$ cat config.mk
export PLATFORM = sky130hd
export DESIGN_NAME = csr_top
export DESIGN_NICKNAME = d
export VERILOG_FILES = /design/src/hw/csr_pkg.sv /design/src/hw/trap_if.sv /design/src/hw/csr_op_unit.sv /design/src/hw/csr_regfile.sv /design/src/hw/trap_unit.sv /design/src/hw/csr_top.sv
export VERILOG_INCLUDE_DIRS = /design/src /design/src/hw
export SDC_FILE = /design/constraint.sdc
export NUM_CORES = 1
export LEC_CHECK = 0
export BUFFER_PORTS_ARGS = -buffer_cell sky130_fd_sc_hd__buf_2
export CAP_MARGIN = 20
export CELL_PAD_IN_SITES_DETAIL_PLACEMENT = 1
export CELL_PAD_IN_SITES_GLOBAL_PLACEMENT = 2
export CORE_UTILIZATION = 38
export DETAILED_ROUTE_END_ITERATION = 8
export PLACE_DENSITY = 0.94
export SETUP_SLACK_MARGIN = 0.3
export SYNTH_ARGS = -nofsm -noshare
export SYNTH_HDL_FRONTEND = slang
export SYNTH_SLANG_ARGS = --single-unit
export TNS_END_PERCENT = 5
$ cat constraint.sdc
create_clock -name clk -period 4.85 [get_ports clk]
set_clock_uncertainty 0.15 [all_clocks]
set_input_delay 0.7275 -clock clk [delete_from_list [all_inputs] [get_ports clk]]
set_output_delay 0.7275 -clock clk [all_outputs]
set_load 0.01 [all_outputs]
$ cat src/hw/csr_macros.svh
// Register width, reset values and mstatus field positions
`ifndef CSR_MACROS_SVH
`define CSR_MACROS_SVH

// Register width of the RV64 core
`define CSR_XLEN 64

// Reset values
`define CSR_MSTATUS_RST 64'h0000_0000_0000_1888
`define CSR_MIE_RST     64'h0000_0000_0000_0888
`define CSR_MIP_RST     64'h0000_0000_0000_0080

// MXL = 2 (64-bit) in bits 63:62, I base ISA in bit 8
`define CSR_MISA_VAL    64'h8000_0000_0000_0100

// mstatus fields
`define CSR_MSTATUS_MIE_BIT  3
`define CSR_MSTATUS_MPIE_BIT 7
`define CSR_MSTATUS_MPP_LSB  11   // MPP is two bits wide

`endif

$ cat src/hw/csr_pkg.sv
// CSR address, CSR operation and exception cause enums
`include "csr_macros.svh"

package csr_pkg;

  // Implemented machine-mode CSR addresses
  typedef enum logic [11:0] {
    CSR_MSTATUS   = 12'h300,
    CSR_MISA      = 12'h301,
    CSR_MIE       = 12'h304,
    CSR_MTVEC     = 12'h305,
    CSR_MSCRATCH  = 12'h340,
    CSR_MEPC      = 12'h341,
    CSR_MCAUSE    = 12'h342,
    CSR_MTVAL     = 12'h343,
    CSR_MIP       = 12'h344,
    CSR_MCYCLE    = 12'hB00,
    CSR_MVENDORID = 12'hF11,  // ID registers, read-only space
    CSR_MARCHID   = 12'hF12,
    CSR_MIMPID    = 12'hF13,
    CSR_MHARTID   = 12'hF14
  } csr_addr_e;

  // funct3[1:0] of the CSR instructions
  typedef enum logic [1:0] {
    CSR_RW = 2'b01,
    CSR_RS = 2'b10,
    CSR_RC = 2'b11
  } csr_op_e;

  // Synchronous exception codes written to mcause
  typedef enum logic [`CSR_XLEN-1:0] {
    EXCP_ILLEGAL_INSTR  = `CSR_XLEN'd2,
    EXCP_BREAKPOINT     = `CSR_XLEN'd3,
    EXCP_LOAD_MISALIGN  = `CSR_XLEN'd4,
    EXCP_ECALL_M        = `CSR_XLEN'd11
  } excp_cause_e;

endpackage

$ cat src/hw/trap_if.sv
// Trap interface between the trap unit and the CSR register file
`timescale 1ns/1ps
`include "csr_macros.svh"

interface trap_if (
  input logic clk
);

  // Current state, from the register file
  logic [`CSR_XLEN-1:0] mstatus;
  logic [`CSR_XLEN-1:0] mtvec;
  logic [`CSR_XLEN-1:0] mepc;

  // Update request, from the trap unit
  logic                 excp_enter;   // One-cycle strobe
  logic                 excp_exit;    // One-cycle strobe, MRET
  logic [`CSR_XLEN-1:0] new_mstatus;
  logic [`CSR_XLEN-1:0] new_mepc;
  csr_pkg::excp_cause_e new_mcause;
  logic [`CSR_XLEN-1:0] new_mtval;

  modport regfile (
    output mstatus, mtvec, mepc,
    input  excp_enter, excp_exit,
    input  new_mstatus, new_mepc, new_mcause, new_mtval
  );

  modport trap (
    input  clk,
    input  mstatus, mtvec, mepc,
    output excp_enter, excp_exit,
    output new_mstatus, new_mepc, new_mcause, new_mtval
  );

endinterface

$ cat src/hw/csr_op_unit.sv
// CSR operation unit: write data and write request for CSRRW, CSRRS and CSRRC
`timescale 1ns/1ps
`include "csr_macros.svh"

module csr_op_unit (
  input  logic                 valid,
  input  csr_pkg::csr_op_e     op,
  input  logic [`CSR_XLEN-1:0] operand,
  input  logic [`CSR_XLEN-1:0] old_data,
  output logic                 wr_req,
  output logic [`CSR_XLEN-1:0] wr_data
);

  logic operand_nz;
  logic op_writes;

  assign operand_nz = |operand;

  // New register value from the op
  always_comb begin
    case (op)
      csr_pkg::CSR_RW: begin
        wr_data = operand;
      end
      csr_pkg::CSR_RS: begin
        wr_data = old_data | operand;   // Set bits
      end
      csr_pkg::CSR_RC: begin
        wr_data = old_data & ~operand;  // Clear bits
      end
      default: begin
        wr_data = old_data;
      end
    endcase
  end

  // Set and clear with a zero mask are pure reads
  always_comb begin
    case (op)
      csr_pkg::CSR_RW: begin
        op_writes = 1'b1;
      end
      csr_pkg::CSR_RS,
      csr_pkg::CSR_RC: begin
        op_writes = operand_nz;
      end
      default: begin
        op_writes = 1'b0;  // Reserved encoding never writes
      end
    endcase
  end

  assign wr_req = valid & op_writes;

endmodule

$ cat src/hw/csr_regfile.sv
// Machine-mode CSR storage, address decode, read mux and illegal access check
`timescale 1ns/1ps
`include "csr_macros.svh"

module csr_regfile (
  input  logic                 clk,
  input  logic                 rst,
  input  logic                 rd_ena,
  input  logic [11:0]          addr,
  input  logic                 wr_req,
  input  logic [`CSR_XLEN-1:0] wr_data,
  output logic [`CSR_XLEN-1:0] rd_data,
  output logic                 illegal,
  trap_if.regfile              trap
);

  logic [`CSR_XLEN-1:0] mstatus_q;
  logic [`CSR_XLEN-1:0] mie_q;
  logic [`CSR_XLEN-1:0] mtvec_q;
  logic [`CSR_XLEN-1:0] mscratch_q;
  logic [`CSR_XLEN-1:0] mepc_q;
  logic [`CSR_XLEN-1:0] mcause_q;
  logic [`CSR_XLEN-1:0] mtval_q;
  logic [`CSR_XLEN-1:0] mip_q;
  logic [`CSR_XLEN-1:0] mcycle_q;

  csr_pkg::csr_addr_e   addr_e;
  logic [`CSR_XLEN-1:0] rd_mux;
  logic                 addr_hit;
  logic                 ro_space;
  logic                 trap_act;
  logic                 wr_commit;

  assign addr_e   = csr_pkg::csr_addr_e'(addr);
  assign ro_space = (addr[11:10] == 2'b11);
  assign trap_act = trap.excp_enter | trap.excp_exit;

  // Address decode and read select
  always_comb begin
    rd_mux   = '0;
    addr_hit = 1'b1;
    case (addr_e)
      csr_pkg::CSR_MSTATUS:  rd_mux = mstatus_q;
      csr_pkg::CSR_MISA:     rd_mux = `CSR_MISA_VAL;
      csr_pkg::CSR_MIE:      rd_mux = mie_q;
      csr_pkg::CSR_MTVEC:    rd_mux = mtvec_q;
      csr_pkg::CSR_MSCRATCH: rd_mux = mscratch_q;
      csr_pkg::CSR_MEPC:     rd_mux = mepc_q;
      csr_pkg::CSR_MCAUSE:   rd_mux = mcause_q;
      csr_pkg::CSR_MTVAL:    rd_mux = mtval_q;
      csr_pkg::CSR_MIP:      rd_mux = mip_q;
      csr_pkg::CSR_MCYCLE:   rd_mux = mcycle_q;
      csr_pkg::CSR_MVENDORID,
      csr_pkg::CSR_MARCHID,
      csr_pkg::CSR_MIMPID,
      csr_pkg::CSR_MHARTID: begin
        rd_mux = '0;  // ID registers read as zero
      end
      default: begin
        addr_hit = 1'b0;
      end
    endcase
  end

  assign rd_data = {`CSR_XLEN{rd_ena & ~rst}} & rd_mux;

  // Unimplemented address, or a write into the read-only space
  assign illegal = rd_ena & (~addr_hit | (wr_req & ro_space));

  // Trap updates win over a CSR write in the same cycle
  assign wr_commit = wr_req & ~illegal & ~trap_act;

  always_ff @(posedge clk) begin
    if (rst) begin
      mstatus_q  <= `CSR_MSTATUS_RST;
      mie_q      <= `CSR_MIE_RST;
      mtvec_q    <= '0;
      mscratch_q <= '0;
      mepc_q     <= '0;
      mcause_q   <= '0;
      mtval_q    <= '0;
      mip_q      <= `CSR_MIP_RST;
      mcycle_q   <= '0;
    end else begin
      mcycle_q <= mcycle_q + 1'b1;
      if (trap_act) begin
        mstatus_q <= trap.new_mstatus;
        if (trap.excp_enter) begin
          mepc_q   <= trap.new_mepc;
          mcause_q <= trap.new_mcause;
          mtval_q  <= trap.new_mtval;
        end
      end else if (wr_commit) begin
        case (addr_e)
          csr_pkg::CSR_MSTATUS:  mstatus_q  <= wr_data;
          csr_pkg::CSR_MIE:      mie_q      <= wr_data;
          csr_pkg::CSR_MTVEC:    mtvec_q    <= wr_data;
          csr_pkg::CSR_MSCRATCH: mscratch_q <= wr_data;
          csr_pkg::CSR_MEPC:     mepc_q     <= wr_data;
          csr_pkg::CSR_MCAUSE:   mcause_q   <= wr_data;
          csr_pkg::CSR_MTVAL:    mtval_q    <= wr_data;
          csr_pkg::CSR_MIP:      mip_q      <= wr_data;  // Plain storage
          csr_pkg::CSR_MCYCLE:   mcycle_q   <= wr_data;  // Count resumes from here
          default: ;  // misa ignores writes
        endcase
      end
    end
  end

  assign trap.mstatus = mstatus_q;
  assign trap.mtvec   = mtvec_q;
  assign trap.mepc    = mepc_q;

  // Trap unit must never request entry and return together
  a_trap_excl: assert property (@(posedge clk) disable iff (rst)
    !(trap.excp_enter && trap.excp_exit))
    else $error("trap entry and return strobes both high");

  // An illegal access leaves state untouched, mcycle just counts on
  a_illegal_no_commit: assert property (@(posedge clk) disable iff (rst)
    (illegal && !trap_act) |=>
      $stable({mstatus_q, mie_q, mtvec_q, mscratch_q, mepc_q, mcause_q, mtval_q, mip_q})
      && (mcycle_q == $past(mcycle_q) + 1'b1))
    else $error("CSR state changed after an illegal access");

endmodule

$ cat src/hw/trap_unit.sv
// Trap entry and MRET register updates and redirect target
`timescale 1ns/1ps
`include "csr_macros.svh"

module trap_unit (
  input  logic                 excp_req,
  input  csr_pkg::excp_cause_e excp_cause,
  input  logic [`CSR_XLEN-1:0] excp_pc,
  input  logic [`CSR_XLEN-1:0] excp_tval,
  input  logic                 mret_req,
  output logic                 trap_redirect,
  output logic [`CSR_XLEN-1:0] trap_pc,
  trap_if.trap                 trap
);

  logic [`CSR_XLEN-1:0] mstatus_nxt;
  logic [`CSR_XLEN-1:0] mtvec_base;
  logic                 mret_act;

  // Exception beats MRET when both arrive together
  assign mret_act = mret_req & ~excp_req;

  // Direct mode only so the mode bits are dropped
  assign mtvec_base = {trap.mtvec[`CSR_XLEN-1:2], 2'b00};

  always_comb begin
    mstatus_nxt = trap.mstatus;
    mstatus_nxt[`CSR_MSTATUS_MPP_LSB +: 2] = 2'b11;  // Machine mode only
    if (excp_req) begin
      // Stack the interrupt enable and disable interrupts
      mstatus_nxt[`CSR_MSTATUS_MPIE_BIT] = trap.mstatus[`CSR_MSTATUS_MIE_BIT];
      mstatus_nxt[`CSR_MSTATUS_MIE_BIT]  = 1'b0;
    end else begin
      // MRET pops the stack
      mstatus_nxt[`CSR_MSTATUS_MIE_BIT]  = trap.mstatus[`CSR_MSTATUS_MPIE_BIT];
      mstatus_nxt[`CSR_MSTATUS_MPIE_BIT] = 1'b1;
    end
  end

  assign trap.excp_enter  = excp_req;
  assign trap.excp_exit   = mret_act;
  assign trap.new_mstatus = mstatus_nxt;
  assign trap.new_mepc    = excp_pc;
  assign trap.new_mcause  = excp_cause;
  assign trap.new_mtval   = excp_tval;

  assign trap_redirect = excp_req | mret_req;
  assign trap_pc       = excp_req ? mtvec_base : trap.mepc;

  // Saved return address and vector base must both be word aligned
  a_trap_pc_align: assert property (@(posedge trap.clk)
    trap_redirect |-> (trap_pc[1:0] == 2'b00))
    else $error("misaligned trap target");

endmodule

$ cat src/hw/csr_top.sv
// CSR subsystem top level with the op unit, register file and trap unit
`timescale 1ns/1ps
`include "csr_macros.svh"

module csr_top (
  input  logic                 clk,
  input  logic                 rst,
  input  logic                 csr_valid,
  input  csr_pkg::csr_op_e     csr_op,
  input  logic [11:0]          csr_addr,
  input  logic [`CSR_XLEN-1:0] csr_operand,
  input  logic                 excp_req,
  input  csr_pkg::excp_cause_e excp_cause,
  input  logic [`CSR_XLEN-1:0] excp_pc,
  input  logic [`CSR_XLEN-1:0] excp_tval,
  input  logic                 mret_req,
  output logic [`CSR_XLEN-1:0] csr_rdata,
  output logic                 csr_illegal,
  output logic                 trap_redirect,
  output logic [`CSR_XLEN-1:0] trap_pc
);

  logic                 wr_req;
  logic [`CSR_XLEN-1:0] wr_data;

  trap_if u_trap_if (.clk(clk));

  csr_op_unit u_op_unit (
    .valid    (csr_valid),
    .op       (csr_op),
    .operand  (csr_operand),
    .old_data (csr_rdata),    // Old value feeds RS/RC
    .wr_req   (wr_req),
    .wr_data  (wr_data)
  );

  csr_regfile u_regfile (
    .clk      (clk),
    .rst      (rst),
    .rd_ena   (csr_valid),
    .addr     (csr_addr),
    .wr_req   (wr_req),
    .wr_data  (wr_data),
    .rd_data  (csr_rdata),
    .illegal  (csr_illegal),
    .trap     (u_trap_if.regfile)
  );

  trap_unit u_trap_unit (
    .excp_req      (excp_req),
    .excp_cause    (excp_cause),
    .excp_pc       (excp_pc),
    .excp_tval     (excp_tval),
    .mret_req      (mret_req),
    .trap_redirect (trap_redirect),
    .trap_pc       (trap_pc),
    .trap          (u_trap_if.trap)
  );

endmodule

### Word level (Yosys, flattened, before mapping)

Index checks and enable logic that the tools add are counted.

* memories: 0
* output and inout bits: 130
* word-level logic and storage cells: 94
* RAM bits: 0
* bits in read-only memories: 0
* bits in latches: 0
* register bits after elaboration: 576
* input port bits: 275

* $lt $le $gt $ge: 0
* muxes and demuxes: 25
* equality and inequality tests: 19
* $add $sub $neg: 1
* multiply operators: 0
* shift operators: 0
* div/mod/pow operators: 0
* bitwise operators: 19
* reductions and logical operators: 19

Operators with widths (number)
* $mux W64: 16
* $pmux W64 S10: 1
* $pmux W64 S3: 1
* $and A64 B64 Y64: 2
* $eq A12 B10 Y1 const B: 9
* $add A64 B1 Y64 const B: 1
* $not A64 Y64: 1
* $or A64 B64 Y64: 1
* $reduce_or A64 Y1: 1
* $eq A12 B12 Y1 const B: 5
* $mux W8: 3
* $reduce_and A3 Y1: 8
* $reduce_or A14 Y1: 1
* $reduce_bool A2 Y1: 5
* $and A1 B1 Y1: 7
* $eq A2 B2 Y1 const B: 3
* $not A1 Y1: 5
* $reduce_and A2 Y1: 2
* $reduce_or A2 Y1: 2
* $mux W1: 3
* $or A1 B1 Y1: 3
* $eq A2 B1 Y1 const B: 1
* $ne A2 B2 Y1 const B: 1
* $pmux W1 S2: 1

### Depth between registers and ports, before layout

* depth in word-level cells: 12
* gate-level depth with buffers: 12
* gate-level depth less buffers: 8

### Cells and area by module

From an unflattened synthesis, not the netlist that was laid out.

* cell total of the unflattened synthesis: 3943
* area total of the unflattened synthesis: 30787.0 um^2

By module, submodules not included
* csr_regfile: area each 26504.2 um^2, cells an instance 3372, times used 1, seq. area each 11531.1 um^2
* trap_unit: area each 2771.4 um^2, cells an instance 332, times used 1, seq. area each 0.0 um^2
* csr_op_unit: area each 1511.4 um^2, cells an instance 239, times used 1, seq. area each 0.0 um^2

### Least setup slack after synthesis

Ideal clock, no wire load.

* path type: input port to output port
* from: input csr_addr[0]
* to: output csr_rdata[1]
* path slack: 1245 ps
* data arrival time: 2727 ps
* buffers on the path: 5
* stages: 10
* required time: 3973 ps
* path through: buf_2 -> buf_4 -> nor2_1 -> nand3_1 -> buf_2 -> buf_1 -> buf_1 -> nor3_1 -> nor3_1 -> a21oi_1

* cells in the longest elaborated chain, start to end: 3
* elaborated cells on any way between the ends: 12
* classes of those cells: eq/ne: 10; mux: 1; bitwise: 1

RTL lines
* start: declaration: RTL line csr_top.sv:10 `input logic [11:0] csr_addr,`
* $eq A12 B12 Y1 / $eq A12 B10 Y1 (equally long branches): RTL line csr_regfile.sv:42 `case (addr_e)`
* $pmux W64 S10 *: RTL line csr_regfile.sv:42
* $and A64 B64 Y64 *: RTL line csr_regfile.sv:65 `` assign rd_data = {`CSR_XLEN{rd_ena & ~rst}} & rd_mux; ``
* end: declaration: RTL line csr_top.sv:17 `` output logic [`CSR_XLEN-1:0] csr_rdata, ``

Every way passes the cells marked *; elsewhere a longest branch is shown, timed or not.

### Worst setup path after layout

* from: input csr_addr[7]
* to: output csr_rdata[31]

The elaborated chain is that of the path after synthesis.

==> flow_metrics.tcl <==
set metrics [dict create \
    tritoncts "built" \
    grt_busiest_layer "met2" \
    fp.dieW_um 285 \
    path_cells "buf_2, nor4bb_4, buf_12, and4_4, and2_1, a2111oi_0, nor4bb_1, buf_4, buf_2" \
    syn_area_per_cell_um2 8.44 \
    antenna_violating_nets_post_route 0 \
    start_util 0.385 \
    final-seq-area_um2 11500 \
    synth-adder-area-share 0.000411 \
    period_minus_slack_ps 4560 \
    timing.critical_path.required_ps 3970 \
    yosysSeqAreaShare 0.378 \
    grt_util_met1 0.445 \
    dieHeight_um 285 \
    clock_sinks 576 \
    worst_setup_path_start_kind "input port" \
    worstPathMaxFanout 51 \
    leak_pwr_uw 0.0136 \
    grt_util_met2 0.519 \
    peakVddDrop_uv 241 \
    ys.warnings.count 0 \
    timing.fmax_mhz 219 \
    detailed_place.area_um2 34100 \
    ctsLongestPathBuffers 3 \
    worst_hold_path_type "in -> reg" \
    setup-violations-final 0 \
    clock_latency_ps 620 \
    groute.layer.met3.usage 0.0913 \
    gp_congestion 0.977 \
    place_ws_ps 503 \
    grt_max_degree 165 \
    grt_antenna_before_repair 20 \
    worstSetupEndpointType "output port" \
    ios 405 \
    drt_drc_violations_left 0 \
    core_region_area_um2 79100 \
    cts_repair_resize_count 0 \
    synth_top_family_by_area "compound AO/OA/AOI/OAI gates" \
    cts-buffers-inserted 66 \
    nFillCells 9394 \
    ys_seq_elements 576 \
    layout_worst_path_cycle_share 0.941 \
    multiInputGateArea_um2 17500 \
    worstHoldStart "excp_cause[37]" \
    post-cts-setup-buffers 0 \
    crit_path_start "csr_addr[7]" \
    ys_async_sr_fraction 0 \
    first_global_vias 32300 \
    setup_repair_after_global_routing_missed_its_margin "no" \
    slew_violations 0 \
    drt_first_iter_violations 3265 \
    fin_tns_setup_ps 0 \
    row_count 103 \
    tightestPinTransition_ps 1100 \
    place.detailed.hpwl_mm 98.5 \
    htreeDepth 3 \
    timing.max_cap.violations 0 \
    r2r-start "u_regfile.mcycle_q[29]$_SDFF_PP0_" \
    worst_slack_ps 288 \
    cts_hold_buffers 0 \
    synth_net_count 3889 \
    synth_area_um2 30500 \
    synthMuxAreaShare 0.106 \
    port_buffers 404 \
    post_drt_via_cell_ratio 6.50 \
    cts_root_buf "sky130_fd_sc_hd__clkbuf_16" \
    area_growth_syn_to_layout_pct 19.4 \
    hold_violations 0 \
    grt_pass1_wl_mm 212 \
    critical_path.slowest_cell "sky130_fd_sc_hd__nor4bb_1" \
    postSynthCellCount 3613 \
    die-area_um2 81300 \
    drtPass1Iterations 6 \
    via_count 32300 \
    slowest_delay_ps 740 \
    fin_area_um2 36400 \
    ys_types 77 \
    sum_of_overflow_across_all_layers_after_global_routing 0 \
    synth_simple_gate_area_share 0.192 \
    routed_wire_length_per_instance_um 29.0 \
    power.density_nw_per_um2 317 \
    cpMostUsedCell "sky130_fd_sc_hd__buf_2" \
    yosys.area_share.xor_xnor 0.0172 \
    postRouteWirelength_mm 144 \
    worst_ep_arrival_time_ps 3680 \
    result_of_the_run "finished clean" \
    slew-limit-headroom 0.247 \
    synth_enable_flop_cells 0 \
    layout-drive-gt1-share 0.233 \
    synth_ff_type "sky130_fd_sc_hd__dfxtp_1" \
    groute.usage.overall 0.343 \
    cts.reportedPaths.clkPinSlew_ps 60 \
    worst-setup-path-type "in -> out" \
    synth_area_in_compound_gates 0.253 \
    final_stage_net_count 4140 \
]
[placed cells by master, fill, tap and decap left out, types with 43 or more instances in the layout]
master | Yosys | layout
sky130_fd_sc_hd__a211oi_1 | 64 | 63
sky130_fd_sc_hd__buf_4 | 4 | 129
sky130_fd_sc_hd__a21oi_1 | 63 | 60
sky130_fd_sc_hd__nor2_1 | 439 | 437
sky130_fd_sc_hd__nand2_1 | 417 | 417
sky130_fd_sc_hd__o21ai_0 | 168 | 168
sky130_fd_sc_hd__mux2_2 | 144 | 144
sky130_fd_sc_hd__a311oi_1 | 182 | 182
sky130_fd_sc_hd__dfxtp_1 | 576 | 576
sky130_fd_sc_hd__mux2i_1 | 160 | 160
sky130_fd_sc_hd__nor4_1 | 44 | 43
sky130_fd_sc_hd__buf_2 | 62 | 399
sky130_fd_sc_hd__o221ai_1 | 57 | 57
sky130_fd_sc_hd__clkbuf_16 | 0 | 73
sky130_fd_sc_hd__o2bb2ai_1 | 192 | 192
sky130_fd_sc_hd__nand4_1 | 71 | 71
[metrics by stage]
step | std cells | power [uW] | utilization | hold WS [ps]
after global routing | 4972 | 11800 | 0.460 | 232
after detailed placement | 4846 | 6250 | 0.431 | 290
after CTS | 4967 | 11500 | 0.460 | 200
after floorplan | 3613 | 5670 | - | 270
after global placement | 4846 | 6230 | 0.431 | 279
final | 4974 | 11500 | 0.460 | 223
[per-layer routing]
layer | wire, um | vias to the layer above | part of all wire
met1 | 59000 | 15900 | 0.41
met5 | 149 | - | 0.0010
met3 | 15600 | 471 | 0.11
met4 | 7940 | 24 | 0.055
met2 | 61900 | 1923 | 0.43
li1 | - | 14000 | -
[area by class of cell]
type                       instances  share of cell area
multi-input combinational       2632               0.482
sequential                       576               0.317
timing repair buffer             559              0.0981
clock buffer                     106              0.0583
tap                             1050              0.0361
clock inverter                    15             0.00488
inverter                          29             0.00320
antenna                            7            0.000481
[synthesized netlist by cell type, types with 6 or more instances]
master	instances	share of area
sky130_fd_sc_hd__dfxtp_1	576	0.38
sky130_fd_sc_hd__nor2_1	439	0.054
sky130_fd_sc_hd__nand2_1	417	0.051
sky130_fd_sc_hd__clkbuf_1	281	0.035
sky130_fd_sc_hd__o2bb2ai_1	192	0.055
sky130_fd_sc_hd__a311oi_1	182	0.052
sky130_fd_sc_hd__o21ai_0	168	0.028
sky130_fd_sc_hd__mux2i_1	160	0.053
sky130_fd_sc_hd__mux2_2	144	0.053
sky130_fd_sc_hd__nand4_1	71	0.015
sky130_fd_sc_hd__a211oi_1	64	0.016
sky130_fd_sc_hd__a21oi_1	63	0.010
sky130_fd_sc_hd__buf_2	62	0.010
sky130_fd_sc_hd__o221ai_1	57	0.016
sky130_fd_sc_hd__nor3_1	44	0.0072
sky130_fd_sc_hd__nor4_1	44	0.0090
sky130_fd_sc_hd__and2_1	42	0.0086
sky130_fd_sc_hd__nand3_1	42	0.0069
sky130_fd_sc_hd__a22o_1	41	0.012
sky130_fd_sc_hd__or2_2	36	0.0074
sky130_fd_sc_hd__xnor2_1	34	0.0098
sky130_fd_sc_hd__a2111oi_0	31	0.0089
sky130_fd_sc_hd__nand2b_1	29	0.0060
sky130_fd_sc_hd__o22ai_1	29	0.0060
sky130_fd_sc_hd__inv_1	28	0.0034
sky130_fd_sc_hd__o221a_2	27	0.010
sky130_fd_sc_hd__buf_1	26	0.0032
sky130_fd_sc_hd__xor2_1	26	0.0075
sky130_fd_sc_hd__o32ai_1	25	0.0072
sky130_fd_sc_hd__o21a_1	22	0.0054
sky130_fd_sc_hd__or2_1	22	0.0045
sky130_fd_sc_hd__a221oi_1	19	0.0055
sky130_fd_sc_hd__or4_1	19	0.0047
sky130_fd_sc_hd__and3_1	18	0.0037
sky130_fd_sc_hd__a22oi_1	16	0.0039
sky130_fd_sc_hd__nor2b_1	12	0.0025
sky130_fd_sc_hd__a31oi_1	10	0.0021
sky130_fd_sc_hd__a2bb2oi_1	9	0.0026
sky130_fd_sc_hd__or3_1	7	0.0014
sky130_fd_sc_hd__a221o_1	6	0.0020
[worst max-delay path: cells and delay by family]
family          cells  cell delay [ps]
simple gates        4             1990
buf+inv             4              840
compound gates      1               70
[power breakdown]
group	switching, uW	internal [uW]	total (uW)
Sequential	86.7	4850	4940
Combinational	850	412	1260
Clock	2140	3210	5350
Total	3080	8470	11500
[flip-flops by register name, summed over array words and instances (netlist names)]
signal                  flops
u_regfile.trap.mepc        64
u_regfile.trap.mstatus     64
u_regfile.mcycle_q         64
u_regfile.trap.mtvec       64
u_regfile.mip_q            64
u_regfile.mcause_q         64
u_regfile.mie_q            64
u_regfile.mtval_q          64
u_regfile.mscratch_q       64
[final timing paths]
check | to | slack (ps) | depth (start not counted)
setup / recovery | csr_rdata[31] | 290 | 9
hold reg to reg | u_regfile.mie_q[42]$_SDFFE_PP0P_ | 300 | 2
hold / removal | u_regfile.mcause_q[37]$_SDFFE_PP0P_ | 220 | 3
setup reg to reg | u_regfile.mcycle_q[60]$_SDFF_PP0_ | 1640 | 7
[kinds of logic (layout without fill, tap and decap cells)]
family,Yosys count,after routing
buf+inv,405,709
xor+xnor,60,60
compound gates,992,992
mux,304,304
fa+ha+maj,1,1
simple gates,1275,1275
other cells,0,7
flops,576,576
Note: power is estimated with default switching activity, not from simulation.
